**config.mk**
```make
export PLATFORM = sky130hd
export DESIGN_NAME = decoder_top
export DESIGN_NICKNAME = d
export VERILOG_FILES = /design/src/rtl/cpu_isa_pkg.sv /design/src/rtl/dec_ctrl_pkg.sv /design/src/rtl/dec_stage_if.sv /design/src/rtl/dec_predecode.sv /design/src/rtl/dec_microcode.sv /design/src/rtl/dec_sequencer.sv /design/src/rtl/decoder_top.sv
export VERILOG_INCLUDE_DIRS = /design/src /design/src/rtl
export SDC_FILE = /design/constraint.sdc
export NUM_CORES = 1
export LEC_CHECK = 0
export ABC_AREA = 1
export BUFFER_PORTS_ARGS = -buffer_cell sky130_fd_sc_hd__buf_4
export CAP_MARGIN = 25
export CORE_UTILIZATION = 57
export CTS_BUF_LIST = sky130_fd_sc_hd__clkbuf_8
export DETAILED_ROUTE_END_ITERATION = 8
export PLACE_DENSITY = 0.81
export SLEW_MARGIN = 20
export SYNTH_ARGS = -nofsm -noshare
export SYNTH_HDL_FRONTEND = slang
export SYNTH_SLANG_ARGS = --single-unit
```
**constraint.sdc**
```tcl
create_clock -name clk -period 2.25 [get_ports clk]
set_clock_uncertainty 0.15 [all_clocks]
set_input_delay 0.3375 -clock clk [delete_from_list [all_inputs] [get_ports clk]]
set_output_delay 0.3375 -clock clk [all_outputs]
set_load 0.05 [all_outputs]
```
**src/rtl/dec_cfg.svh**
```systemverilog
/*
 * Decoder configuration: data and selector widths, opcode field positions
 */
`ifndef DEC_CFG_SVH
`define DEC_CFG_SVH

// Opcode and data bus width
`define DEC_DATA_WIDTH 8

// Operand and destination selector width
`define DEC_SEL_WIDTH 4

// Opcode layout is aaa_bbb_cc
`define DEC_MODE_LSB 2
`define DEC_OP_LSB 5

`endif

```
**src/rtl/cpu_isa_pkg.sv**
```systemverilog
/*
 * Instruction-set types of the 6502-style core: group-one addressing
 * modes and operations, and the implied opcodes the decoder handles
 */
`include "dec_cfg.svh"

package cpu_isa_pkg;

        typedef logic [`DEC_DATA_WIDTH-1:0] opcode_t;

        // Group one (cc = 01) addressing modes, bits 4:2
        typedef enum logic [2:0] {
                AM_X_IND = 3'b000,
                AM_ZPG   = 3'b001,
                AM_IMM   = 3'b010,
                AM_ABS   = 3'b011,
                AM_IND_Y = 3'b100,
                AM_ZPG_X = 3'b101,
                AM_ABS_Y = 3'b110,
                AM_ABS_X = 3'b111
        } addr_mode_e;

        // Group one operations, bits 7:5
        typedef enum logic [2:0] {
                OP_ORA = 3'b000,
                OP_AND = 3'b001,
                OP_EOR = 3'b010,
                OP_ADC = 3'b011,
                OP_STA = 3'b100,
                OP_LDA = 3'b101,
                OP_CMP = 3'b110,
                OP_SBC = 3'b111
        } grp1_op_e;

        // Register steps
        localparam opcode_t OPC_INX = 8'hE8;
        localparam opcode_t OPC_INY = 8'hC8;
        localparam opcode_t OPC_DEX = 8'hCA;
        localparam opcode_t OPC_DEY = 8'h88;

        // Carry flag
        localparam opcode_t OPC_CLC = 8'h18;
        localparam opcode_t OPC_SEC = 8'h38;

endpackage

```
**src/rtl/dec_ctrl_pkg.sv**
```systemverilog
/*
 * Control types of the decoder: ALU operations, operand and destination
 * selects, instruction classes and sequencer states
 */
`include "dec_cfg.svh"

package dec_ctrl_pkg;

        typedef enum logic [1:0] {
                ALU_OR  = 2'd0,
                ALU_AND = 2'd1,
                ALU_XOR = 2'd2,
                ALU_SUM = 2'd3
        } alu_op_e;

        typedef enum logic [`DEC_SEL_WIDTH-1:0] {
                SRC_ACC  = 4'h0,
                SRC_X    = 4'h1,
                SRC_Y    = 4'h2,
                SRC_MEM  = 4'h3,
                SRC_IMM  = 4'h4,
                SRC_ZERO = 4'h5,
                SRC_FF   = 4'h6,
                SRC_ALU  = 4'h7
        } src_sel_e;

        typedef enum logic [2:0] {
                CLS_ALU,
                CLS_LOAD,
                CLS_STORE,
                CLS_FLAG,
                CLS_NONE
        } insn_class_e;

        typedef enum logic [1:0] {
                SEQ_IDLE,
                SEQ_WAIT_ALU,
                SEQ_FINISH
        } seq_state_e;

endpackage

```
**src/rtl/dec_stage_if.sv**
```systemverilog
/*
 * Stage links of the decoder pipeline. An item moves on an edge
 * where valid is high and stall is low
 */
`timescale 1ns/1ps
`include "dec_cfg.svh"

// Predecode to microcode
interface predec_if;
        import cpu_isa_pkg::*;

        logic       valid;
        opcode_t    opcode;
        addr_mode_e mode;
        grp1_op_e   op;
        logic       grp1;
        logic       stall;

        modport producer (output valid, opcode, mode, op, grp1, input stall);
        modport consumer (input valid, opcode, mode, op, grp1, output stall);
endinterface

// Microcode to sequencer
interface ctrl_if;
        import dec_ctrl_pkg::*;

        logic        valid;
        insn_class_e cls;
        alu_op_e     alu_op;
        src_sel_e    a_sel;
        src_sel_e    b_sel;
        logic        carry_in;
        logic        invert_b;
        src_sel_e    dest;
        logic        writes_acc;
        logic        update_status;
        logic        carry_value;
        logic        stall;

        modport producer (output valid, cls, alu_op, a_sel, b_sel, carry_in, invert_b,
                          dest, writes_acc, update_status, carry_value, input stall);
        modport consumer (input valid, cls, alu_op, a_sel, b_sel, carry_in, invert_b,
                          dest, writes_acc, update_status, carry_value, output stall);
endinterface

```
**src/rtl/dec_predecode.sv**
```systemverilog
/*
 * Predecode stage: captures an opcode and splits it into mode and
 * operation fields, flagging group-one opcodes
 */
`timescale 1ns/1ps
`include "dec_cfg.svh"

module dec_predecode (
        input  logic                 clk,
        input  logic                 reset_n,
        input  logic                 instruction_ready,
        input  cpu_isa_pkg::opcode_t instruction_in,
        output logic                 ready,
        predec_if.producer           down
);
        import cpu_isa_pkg::*;

        logic take;

        // Stage can load when empty or when its item moves on
        assign ready = !down.valid || !down.stall;
        assign take  = instruction_ready && ready;

        always_ff @(posedge clk) begin
                if (!reset_n)
                        down.valid <= 1'b0;
                else if (ready)
                        down.valid <= instruction_ready;
        end

        always_ff @(posedge clk) begin
                if (take) begin
                        down.opcode <= instruction_in;
                        down.mode   <= addr_mode_e'(instruction_in[`DEC_MODE_LSB +: 3]);
                        down.op     <= grp1_op_e'(instruction_in[`DEC_OP_LSB +: 3]);
                        down.grp1   <= instruction_in[1:0] == 2'b01;
                end
        end

endmodule

```
**src/rtl/dec_microcode.sv**
```systemverilog
/*
 * Microcode stage: maps a predecoded opcode to the control word
 * used by the sequencer
 */
`timescale 1ns/1ps
`include "dec_cfg.svh"

module dec_microcode (
        input  logic       clk,
        input  logic       reset_n,
        predec_if.consumer up,
        ctrl_if.producer   down
);
        import cpu_isa_pkg::*;
        import dec_ctrl_pkg::*;

        logic     take;
        logic     step_inc;
        src_sel_e step_reg;

        // A held word also holds predecode
        assign up.stall = down.valid && down.stall;
        assign take     = up.valid && !up.stall;

        assign step_inc = up.opcode == OPC_INX || up.opcode == OPC_INY;
        assign step_reg = (up.opcode == OPC_INX || up.opcode == OPC_DEX) ? SRC_X : SRC_Y;

        always_ff @(posedge clk) begin
                if (!reset_n)
                        down.valid <= 1'b0;
                else if (!up.stall)
                        down.valid <= up.valid;
        end

        always_ff @(posedge clk) begin
                if (take) begin
                        down.cls           <= CLS_NONE;
                        down.alu_op        <= ALU_SUM;
                        down.a_sel         <= SRC_ACC;
                        down.b_sel         <= (up.mode == AM_IMM) ? SRC_IMM : SRC_MEM;
                        down.carry_in      <= 1'b0;
                        down.invert_b      <= 1'b0;
                        down.dest          <= SRC_ACC;
                        down.writes_acc    <= 1'b0;
                        down.update_status <= 1'b0;
                        down.carry_value   <= 1'b0;

                        if (up.grp1) begin
                                down.cls           <= CLS_ALU;
                                down.writes_acc    <= up.op != OP_CMP;
                                down.invert_b      <= up.op inside {OP_CMP, OP_SBC};
                                down.update_status <= up.op inside {OP_ADC, OP_CMP, OP_SBC};
                                case (up.op)
                                        OP_ORA: down.alu_op <= ALU_OR;
                                        OP_AND: down.alu_op <= ALU_AND;
                                        OP_EOR: down.alu_op <= ALU_XOR;
                                        OP_STA: begin
                                                // No store to an immediate
                                                down.cls <= (up.mode == AM_IMM) ? CLS_NONE
                                                                                 : CLS_STORE;
                                                down.dest       <= SRC_MEM;
                                                down.writes_acc <= 1'b0;
                                        end
                                        OP_LDA: down.cls <= CLS_LOAD;
                                        default: down.alu_op <= ALU_SUM;
                                endcase
                        end else begin
                                case (up.opcode)
                                        OPC_INX, OPC_INY, OPC_DEX, OPC_DEY: begin
                                                // Increment adds 0 plus carry, decrement adds FF
                                                down.cls           <= CLS_ALU;
                                                down.a_sel         <= step_reg;
                                                down.b_sel         <= step_inc ? SRC_ZERO : SRC_FF;
                                                down.carry_in      <= step_inc;
                                                down.dest          <= step_reg;
                                                down.update_status <= 1'b1;
                                        end
                                        OPC_CLC, OPC_SEC: begin
                                                down.cls         <= CLS_FLAG;
                                                down.carry_value <= up.opcode == OPC_SEC;
                                        end
                                        default: down.cls <= CLS_NONE;
                                endcase
                        end
                end
        end

endmodule

```
**src/rtl/dec_sequencer.sv**
```systemverilog
/*
 * Sequencer: issues each control word, waits on the ALU where needed
 * and pulses the writeback strobes and instruction_done
 */
`timescale 1ns/1ps
`include "dec_cfg.svh"

module dec_sequencer (
        input  logic                   clk,
        input  logic                   reset_n,
        ctrl_if.consumer               up,
        input  logic                   alu_done,
        output logic                   alu_start,
        output dec_ctrl_pkg::alu_op_e  alu_op,
        output dec_ctrl_pkg::src_sel_e alu_a_sel,
        output dec_ctrl_pkg::src_sel_e alu_b_sel,
        output logic                   carry_in,
        output logic                   invert_b,
        output logic                   we_acc,
        output logic                   we_x,
        output logic                   we_y,
        output logic                   we_stat,
        output logic                   we_mem,
        output dec_ctrl_pkg::src_sel_e dest_sel,
        output logic                   update_status,
        output logic                   carry_value,
        output logic                   instruction_done
);
        import dec_ctrl_pkg::*;

        seq_state_e state;
        src_sel_e   wb_dest;
        logic       wb_acc;
        logic       wb_status;
        logic       take;
        logic       alu_wb;

        // One bubble after each done keeps the done pulses apart
        assign up.stall = state != SEQ_IDLE || instruction_done;
        assign take     = up.valid && !up.stall;
        assign alu_wb   = state == SEQ_WAIT_ALU && alu_done;

        always_ff @(posedge clk) begin
                if (!reset_n) begin
                        state            <= SEQ_IDLE;
                        alu_start        <= 1'b0;
                        we_acc           <= 1'b0;
                        we_x             <= 1'b0;
                        we_y             <= 1'b0;
                        we_stat          <= 1'b0;
                        we_mem           <= 1'b0;
                        update_status    <= 1'b0;
                        instruction_done <= 1'b0;
                end else begin
                        alu_start        <= 1'b0;
                        we_acc           <= 1'b0;
                        we_x             <= 1'b0;
                        we_y             <= 1'b0;
                        we_stat          <= 1'b0;
                        we_mem           <= 1'b0;
                        update_status    <= 1'b0;
                        instruction_done <= 1'b0;
                        case (state)
                                SEQ_IDLE: begin
                                        if (take) begin
                                                case (up.cls)
                                                        CLS_ALU: begin
                                                                alu_start <= 1'b1;
                                                                state     <= SEQ_WAIT_ALU;
                                                        end
                                                        CLS_LOAD: begin
                                                                we_acc <= up.writes_acc;
                                                                state  <= SEQ_FINISH;
                                                        end
                                                        CLS_STORE: begin
                                                                we_mem <= 1'b1;
                                                                state  <= SEQ_FINISH;
                                                        end
                                                        CLS_FLAG: begin
                                                                we_stat <= 1'b1;
                                                                state   <= SEQ_FINISH;
                                                        end
                                                        default: instruction_done <= 1'b1;
                                                endcase
                                        end
                                end
                                SEQ_WAIT_ALU: begin
                                        if (alu_done) begin
                                                we_acc           <= wb_acc;
                                                we_x             <= wb_dest == SRC_X;
                                                we_y             <= wb_dest == SRC_Y;
                                                we_stat          <= wb_status;
                                                update_status    <= wb_status;
                                                instruction_done <= 1'b1;
                                                state            <= SEQ_IDLE;
                                        end
                                end
                                SEQ_FINISH: begin
                                        instruction_done <= 1'b1;
                                        state            <= SEQ_IDLE;
                                end
                                default: state <= SEQ_IDLE;
                        endcase
                end
        end

        // Word fields held for the whole instruction
        always_ff @(posedge clk) begin
                if (take) begin
                        alu_op      <= up.alu_op;
                        alu_a_sel   <= up.a_sel;
                        alu_b_sel   <= up.b_sel;
                        carry_in    <= up.carry_in;
                        invert_b    <= up.invert_b;
                        carry_value <= up.carry_value;
                        wb_dest     <= up.dest;
                        wb_acc      <= up.writes_acc;
                        wb_status   <= up.update_status;
                        // Store writes the accumulator, load takes imm or mem
                        dest_sel    <= (up.cls == CLS_STORE) ? up.a_sel : up.b_sel;
                end else if (alu_wb) begin
                        dest_sel <= SRC_ALU;
                end
        end

endmodule

```
**src/rtl/decoder_top.sv**
```systemverilog
/*
 * Instruction decoder top: predecode, microcode and sequencer stages
 */
`timescale 1ns/1ps
`include "dec_cfg.svh"

module decoder_top (
        input  logic                   clk,
        input  logic                   reset_n,
        input  logic                   instruction_ready,
        input  cpu_isa_pkg::opcode_t   instruction_in,
        input  logic                   alu_done,
        output logic                   ready,
        output logic                   alu_start,
        output dec_ctrl_pkg::alu_op_e  alu_op,
        output dec_ctrl_pkg::src_sel_e alu_a_sel,
        output dec_ctrl_pkg::src_sel_e alu_b_sel,
        output logic                   carry_in,
        output logic                   invert_b,
        output logic                   we_acc,
        output logic                   we_x,
        output logic                   we_y,
        output logic                   we_stat,
        output logic                   we_mem,
        output dec_ctrl_pkg::src_sel_e dest_sel,
        output logic                   update_status,
        output logic                   carry_value,
        output logic                   instruction_done
);
        predec_if pd_link ();
        ctrl_if   ct_link ();

        dec_predecode predecode_i (
                .clk               (clk),
                .reset_n           (reset_n),
                .instruction_ready (instruction_ready),
                .instruction_in    (instruction_in),
                .ready             (ready),
                .down              (pd_link)
        );

        dec_microcode microcode_i (
                .clk     (clk),
                .reset_n (reset_n),
                .up      (pd_link),
                .down    (ct_link)
        );

        dec_sequencer sequencer_i (
                .clk              (clk),
                .reset_n          (reset_n),
                .up               (ct_link),
                .alu_done         (alu_done),
                .alu_start        (alu_start),
                .alu_op           (alu_op),
                .alu_a_sel        (alu_a_sel),
                .alu_b_sel        (alu_b_sel),
                .carry_in         (carry_in),
                .invert_b         (invert_b),
                .we_acc           (we_acc),
                .we_x             (we_x),
                .we_y             (we_y),
                .we_stat          (we_stat),
                .we_mem           (we_mem),
                .dest_sel         (dest_sel),
                .update_status    (update_status),
                .carry_value      (carry_value),
                .instruction_done (instruction_done)
        );

endmodule

```
## Word-level counts from Yosys, hierarchy flattened

Index checks and enable logic that the tools add are counted.

| cells by class | value |
|---|---|
| bitwise operators | 3 |
| muxes and demuxes | 36 |
| reduce and logical (&&, ||, !) cells | 30 |
| eq/ne operators | 26 |

Operators with widths:

| operator | count |
|---|---|
| $eq 8x8->1 const B | 4 |
| $mux 4 | 7 |
| $eq 3x2->1 const B | 5 |
| $mux 1 | 13 |
| $eq 3x3->1 const B | 4 |
| $pmux 3 s2 | 2 |
| $mux 2 | 5 |
| $mux 3 | 3 |
| $reduce_and 3->1 | 3 |
| $eq 8x5->1 const B | 1 |
| $eq 8x6->1 const B | 1 |
| $pmux 2 s2 | 2 |
| $reduce_or 2->1 | 4 |
| $reduce_or 4->1 | 2 |
| $eq 3x1->1 const B | 2 |
| $logic_not 3->1 | 2 |
| $ne 3x3->1 const B | 2 |
| $pmux 2 s3 | 1 |
| $reduce_bool 2->1 | 3 |
| $logic_and 1x1->1 | 5 |
| $eq 2x1->1 const B | 2 |
| $eq 4x1->1 const B | 1 |
| $eq 4x2->1 const B | 1 |
| $logic_or 1x1->1 | 4 |
| 11 further kinds | 16 |

| storage, ports and cells | value |
|---|---|
| bits in registers | 72 |
| logic and storage cells | 130 |
| input port bits | 12 |

## Logic depth before layout (Yosys ltp)

Gate-level depths: netlist (run 1).

| logic depth | value |
|---|---|
| depth in word-level cells | 6 |
| mapped depth | 7 |
| gate-level depth less buffers | 7 |

## Modules after synthesis

From an unflattened synthesis (run 1), not the netlist that was laid out.

| unflattened totals | value |
|---|---|
| cells, all modules | 208 |
| area total of the unflattened synthesis | 2428.6 um^2 |

By module, submodules not included:

| module | cells each | instances | area an instance (um^2) |
|---|---|---|---|
| dec_sequencer | 97 | 1 | 1181.1 |
| dec_microcode | 88 | 1 | 877.1 |
| dec_predecode | 23 | 1 | 370.4 |

## Worst setup path after synthesis (run 1)

No wires, ideal clock.

| timing | value |
|---|---|
| path kind | reg-to-reg |
| start point | register sequencer_i.instruction_done |
| end point | register microcode_i.down.a_sel[0] (enable) |
| clock period less this slack | 2.010 ns |
| setup time | 0.391 ns |
| setup slack | 0.240 ns |
| arrival time | 1.469 ns |
| cell stages (with the launch flop) | 4 |
| path buffers | 0 |
| cells stage by stage | dfxtp_1 -> inv_1 -> a21boi_2 -> nor2_1 |

| on the way | value |
|---|---|
| cells in the longest elaborated chain, start to end | 4 |

Ends and longest elaborated chain:

| item | RTL line | text |
|---|---|---|
| start: declaration | dec_sequencer.sv:27 | `output logic instruction_done` |
| start signal: assignment | dec_sequencer.sv:53 | `instruction_done <= 1'b0;` |
| start signal: assignment | dec_sequencer.sv:62 | `instruction_done <= 1'b0;` |
| start signal: assignment | dec_sequencer.sv:83 | `default: instruction_done <= 1'b1;` |
| $logic_or 1x1->1 | dec_sequencer.sv:39 | `assign up.stall = state != SEQ_IDLE \|\| instruction_done;` |
| $logic_and 1x1->1 | dec_microcode.sv:22 | `assign up.stall = down.valid && down.stall;` |
| $logic_not 1->1 | dec_microcode.sv:23 | `assign take = up.valid && !up.stall;` |
| $logic_and 1x1->1 | dec_microcode.sv:23 |  |
| named net microcode_i.take | dec_microcode.sv:17 | `logic take;` |
| end signal: assignment | dec_microcode.sv:72 | `down.a_sel <= step_reg;` |
| end: declaration | dec_stage_if.sv:40 | `modport producer (output valid, cls, alu_op, a_sel, b_sel, carry_in, invert_b,` |

The timed path passes the listed nets, and every way through them passes these cells.
A chain may end at the register's enable or synchronous reset.

## Final worst setup path (run 1)

| timing | value |
|---|---|
| start point | register sequencer_i.state[0] |
| end point | output ready |

| on the way | value |
|---|---|
| cells in the longest elaborated chain, start to end | 5 |

Ends and longest elaborated chain:

| item | RTL line | text |
|---|---|---|
| start: declaration | dec_sequencer.sv:31 | `seq_state_e state;` |
| start signal: assignment | dec_sequencer.sv:45 | `state <= SEQ_IDLE;` |
| start signal: assignment | dec_sequencer.sv:69 | `state <= SEQ_WAIT_ALU;` |
| start signal: assignment | dec_sequencer.sv:73 | `state <= SEQ_FINISH;` |
| $reduce_bool 2->1 | dec_sequencer.sv:39 |  |
| $logic_or 1x1->1 | dec_sequencer.sv:39 |  |
| $logic_and 1x1->1 | dec_microcode.sv:22 |  |
| $logic_not 1->1 | dec_predecode.sv:21 | `assign ready = !down.valid \|\| !down.stall;` |
| $logic_or 1x1->1 | dec_predecode.sv:21 |  |
| end: declaration | decoder_top.sv:13 | `output logic ready,` |

No other way between the ends.

==> results.toml, run 1 <==
[cells_and_area]
drive_gt1_share_pct = 23.14
final_common_cell = "edfxtp_1"
finish.utilization_pct = 72.87
diodes = 0
syn2layout_area_growth_pct = 18.13
finalInstanceArea_sq_mm = 0.002527
nNetsFinal = 240
final_cell_mix = "edfxtp_1, nand2_1, buf_4"

[placed_design]
post-dp-hpwl_um = 2498
gp_congestion = 0.9282
io_buffer_count = 33
placed_area_sq_mm = 0.002434

[global_route]
grt_pass1_vias = 1365
grt_use_met1_pct = 21.27
grt_pass1_wl_um = 5892
grt_max_degree = 21
grt.busiest_layer = "met2"
grt_usage_pct = 19.93
grt_use_met2_pct = 34.27
grt-ovfl-total = 0
use_met3_pct = 6.341
grt_antenna_before_repair = 0

[logic_synthesis]
synth.avg_cell_area_sq_um = 11.38
ys_seq_area_share_pct = 71.58
postSynthCellCount = 188
synth_seq_cells = 55
synth_edf_count = 43
ys_types = 25
yosys_warnings = 0
netlist_area_sq_mm = 0.002140
async_reset_ff_share_pct = 0
synthFlopType = "edfxtp_1"

[drt]
dr.pass1.iters = 4
vias = 1428
final_antenna_net_count = 0
drt_iter0_markers = 68
viasPerCell = 5.193
wl_um = 3474
route.detailed.drc = 0
wl_per_cell_um = 12.63

[critical_path]
worst_setup_path_end_kind = "output port"
path_class = "reg -> out"
r2r_slack_ns = 0.71
cp.required_ns = 1.76
r2r-end = "predecode_i.down.opcode[1]$_DFFE_PP_"
worst-r2r-cell-count = 5
crit_path_end = "ready"
cp_max_fo = 5
arrival_ns = 1.32
crit_path_start = "sequencer_i.state[0]$_SDFFE_PN0P_"
r2r_start = "sequencer_i.state[0]$_SDFFE_PN0P_"
startpoint_type = "register"

[cts]
path_clk_slew_ns = 0.10
tritoncts = "done"
cts_num_sinks = 55
cts-resized-gates = 0
cts_root_buf = "clkbuf_8"
cts_made_buffers = 5
cts_hold_buf = 0
post-cts-setup-buffer-count = 0
clk_path_buf_depth = 2
htree_levels = 2
clkLatencyLatePin_ns = 0.31

[die]
pin_count = 38
die_w_um = 63.27
core.rowCount = 21
initial_core_util_pct = 61.69
core_sq_mm = 0.003468
die_h_um = 63.27
die_area_sq_mm = 0.004002

[sta]
final.min_clock_period_ns = 1.804
setup_tns_ns = 0
finalCritPeriodShare_pct = 80.18
setup_viol = 0
rsz0062_at_grt = "false"
fmax_mhz = 554.3
hold_violations = 0
slew_viol_final = 0

[power_and_ir_drop]
p_leak_nw = 1.052
irDropWorstVdd_uv = 534.2
powerDensity_mw_per_mm2 = 727.6

[run]
cap_viol_max_count = 0

[run_status]
outcome = "complete, no violations"

[worst_hold_path]
hold_class = "in -> reg"
-- how the worst min path moves through the flow --
stage | from | endpoint | cells after the start
2_1_floorplan | microcode_i.down.alu_op[0]$_SDFFCE_PN1P_ | sequencer_i.alu_op[0]$_DFFE_PN_ | 0
3_3_place_gp | microcode_i.down.dest[0]$_DFFE_PP_ | sequencer_i.wb_dest[0]$_DFFE_PN_ | 0
3_5_place_dp | microcode_i.down.carry_in$_SDFFCE_PP0P_ | sequencer_i.carry_in$_DFFE_PN_ | 0
4_1_cts | instruction_in[2] | predecode_i.down.mode[0]$_DFFE_PP_ | 1
5_1_grt | instruction_in[2] | predecode_i.down.mode[0]$_DFFE_PP_ | 1
6_report | instruction_in[4] | predecode_i.down.opcode[4]$_DFFE_PP_ | 1
-- registers in the layout, indices dropped and copies added (netlist names), 3 cells and up --
register,count
predecode_i.down.op,3
microcode_i.down.cls,3
microcode_i.down.b_sel,3
sequencer_i.alu_b_sel,3
predecode_i.down.opcode,3
sequencer_i.dest_sel,3
-- cell usage after synthesis (2+ instances only) --
master | count | area [sq um]
a21oi_1 | 4 | 20.02
buf_4 | 4 | 30.03
nand2_2 | 3 | 18.77
nand2_1 | 37 | 138.9
dfxtp_1 | 12 | 240.2
nand3_2 | 2 | 20.02
nand4_1 | 4 | 25.02
inv_2 | 2 | 7.510
edfxtp_1 | 43 | 1291
nor2_1 | 30 | 112.6
inv_1 | 23 | 86.33
nand3_1 | 8 | 40.04
o21ai_0 | 4 | 20.02
-- where the power goes --
part	switching (mW)	internal, mW
combinational	0.100	0.0395
sequential	0.0200	1.13
clock	0.324	0.223
-- final cells by class --
| type | count | area, sq um |
|---|---|---|
| Sequential cell | 55 | 1531 |
| Tap cell | 46 | 57.56 |
| Clock inverter | 3 | 25.02 |
| Multi-Input combinational cell | 106 | 490.5 |
| Timing Repair Buffer | 34 | 255.2 |
| Fill cell | 259 | 940.9 |
| Inverter | 26 | 98.84 |
| Clock buffer | 5 | 68.82 |
-- cell families after synthesis --
family | share of synthesized area [%]
simple gates | 17.37
buf+inv | 6.023
other cells | 0.1753
flops | 71.58
compound gates | 4.855
-- worst max-delay path, cell delays in order, from the launching register on --
cell and delay (ns):
dfxtp_1 0.44, nor2_4 0.09, a21boi_2 0.17, nand2_1 0.11, buf_4 0.20
-- layer usage --
layer | part of all wire, % | vias to the layer above
met4 | 3.2 | 0
met3 | 6.6 | 14
met2 | 52 | 61
met1 | 39 | 655
met5 | 0 | -
li1 | - | 698
-- through the flow --
stage	hold slack [ns]	cells	total power, mW	setup WS [ns]
3_5_place_dp	0.2597	267	1.313	0.7370
2_1_floorplan	0.2503	191	1.270	0.2401
6_report	0.04321	275	1.839	0.4460
3_3_place_gp	0.2522	267	1.305	0.7916
5_1_grt	0.03361	275	1.897	0.3617
4_1_cts	0.03381	275	1.851	0.4386
No activity file was read; power rests on OpenSTA's default activity.
==> run 2: changes to the inputs <==
- CORE_UTILIZATION: 57 -> 51
- PLACE_DENSITY: 0.81 -> 0.77
- clock period: 2.25 -> 1.6 ns (I/O delays scaled with it)
==> run 2 against run 1 <==
Power up 40%. Hold slack worse by 0.0070 ns. Worst setup slack worse by 0.38 ns. Highest routed layer unchanged. Non-clock buffer count up 11. Largest power group unchanged. Global-route usage down 2.5 points.
==> results.toml, run 2 (synthesized netlist as in run 1, its figures left out) <==
[sta]
setup_viol = 0
finalCritPeriodShare_pct = 95.62
final.min_clock_period_ns = 1.530
slew_viol_final = 0
hold_violations = 0
fmax_mhz = 653.6
timing.hold.ws_ns = 0.03618
rsz0062_at_grt = "false"
setup_tns_ns = 0

[cells_and_area]
drive_gt1_share_pct = 25.83
final_common_cell = "edfxtp_1"
nNetsFinal = 251
finish.utilization_pct = 66.97
diodes = 0
num-fill-cells = 303
seq_area_sq_mm = 0.001541
final_cell_mix = "edfxtp_1, nand2_1, buf_4"
syn2layout_area_growth_pct = 25.20
fin_cells = 290
multi_input_area_sq_um = 513.0
finalInstanceArea_sq_mm = 0.002679

[critical_path]
arrival_ns = 1.14
path_class = "reg -> out"
cp.required_ns = 1.21
cp_max_fo = 5
critical-path-max-stage-delay_ns = 0.37
startpoint_type = "register"
slowest_stage = "dfxtp_4"
cp.buffers_inverters = 1
worst_setup_path_end_kind = "output port"
r2r_slack_ns = 0.13
path_cells = "nor2_4, a21boi_4, nand2_4, buf_6"
cpLargestDelayFamily = "flip-flops"

[placed_design]
post-dp-hpwl_um = 2447
io_buffer_count = 33
placed_area_sq_mm = 0.002485
post-place-cells = 272
gp_congestion = 0.8408

[drt]
viasPerCell = 4.762
route.detailed.drc = 0
drt_iter0_markers = 73
wl_per_cell_um = 11.85
vias = 1381
final_antenna_net_count = 0
wl_um = 3437
dr.pass1.iters = 4

[cts]
clkLatencyLatePin_ns = 0.30
cts_made_buffers = 5
htree_levels = 2
cts_num_sinks = 55
tritoncts = "done"
cts_root_buf = "clkbuf_8"
path_clk_slew_ns = 0.09
clk_path_buf_depth = 2

[die]
die_h_um = 66.77
core_sq_mm = 0.004000
initial_core_util_pct = 53.49
pin_count = 38
die_w_um = 66.77
core.rowCount = 23
die_area_sq_mm = 0.004458

[global_route]
grt_pass1_vias = 1314
grt_max_degree = 21
grt_usage_pct = 17.39
grt-ovfl-total = 0
grt_antenna_before_repair = 0
grt_pass1_wl_um = 5513

[worst_hold_path]
hold_class = "in -> reg"

[power_and_ir_drop]
powerDensity_mw_per_mm2 = 961.4
irDropWorstVdd_uv = 605.2
p_leak_nw = 1.118

[run_status]
outcome = "complete, no violations"

[run]
cap_viol_max_count = 0
run 2: area by class of cell:
class | instances | share of cell area, %
multi-input combinational | 106 | 19.15
timing repair buffer | 45 | 13.97
clock buffer | 5 | 2.569
clock inverter | 3 | 0.7473
sequential | 55 | 57.54
inverter | 26 | 3.690
tap | 50 | 2.335
run 2: metal layers:
metal | GRT usage (%) | share of wire, % | vias to the layer above
li1 | - | - | 713
met1 | 19.66 | 42 | 626
met2 | 30.30 | 52 | 38
met3 | 5.137 | 5.0 | 4
met4 | 7.181 | 0.84 | 0
met5 | 0 | 0 | -
run 2: path summary, 6_finish.rpt:
kind / start / cells after the start / to
worst min-delay path: reset_n / 2 / sequencer_i.instruction_done$_SDFF_PN0_
worst max-delay path: sequencer_i.state[0]$_SDFFE_PN0P_ / 4 / ready
worst max register to register: sequencer_i.state[0]$_SDFFE_PN0P_ / 5 / predecode_i.down.op[0]$_DFFE_PP_
worst min register to register: microcode_i.down.update_status$_DFFE_PP_ / 0 / sequencer_i.wb_status$_DFFE_PN_
run 2: what timing repair did:
item | 4_1_cts | 5_1_grt
hold endpoints to repair | 8 | 0
resized for setup | 2 | 3
pin swaps | 1 | 1
hold buffers | 8 | 0
buffers inserted | 1 | 1
setup endpoints to repair | 1 | 1
run 2: metrics by stage:
stage	setup slack, ns	power [mW]
after floorplan	0.03926	1.788
after global placement	0.1630	1.848
after detailed placement	0.1111	1.855
after CTS	0.01308	2.594
after global routing	0.006824	2.676
final	0.07001	2.576
run 2: worst reg2reg max path, cell delays in order (launching register included):
cell      delay [ns]
dfxtp_4         0.37
nor2_4          0.16
a21boi_4        0.09
nand2_4         0.07
nand2_1         0.05
inv_1           0.26
run 2: power breakdown:
group / internal, mW / switching [mW] / total [mW]
sequential: 1.59 / 0.0275 / 1.62
clock: 0.305 / 0.432 / 0.737
combinational: 0.0762 / 0.146 / 0.222
total: 1.97 / 0.605 / 2.58
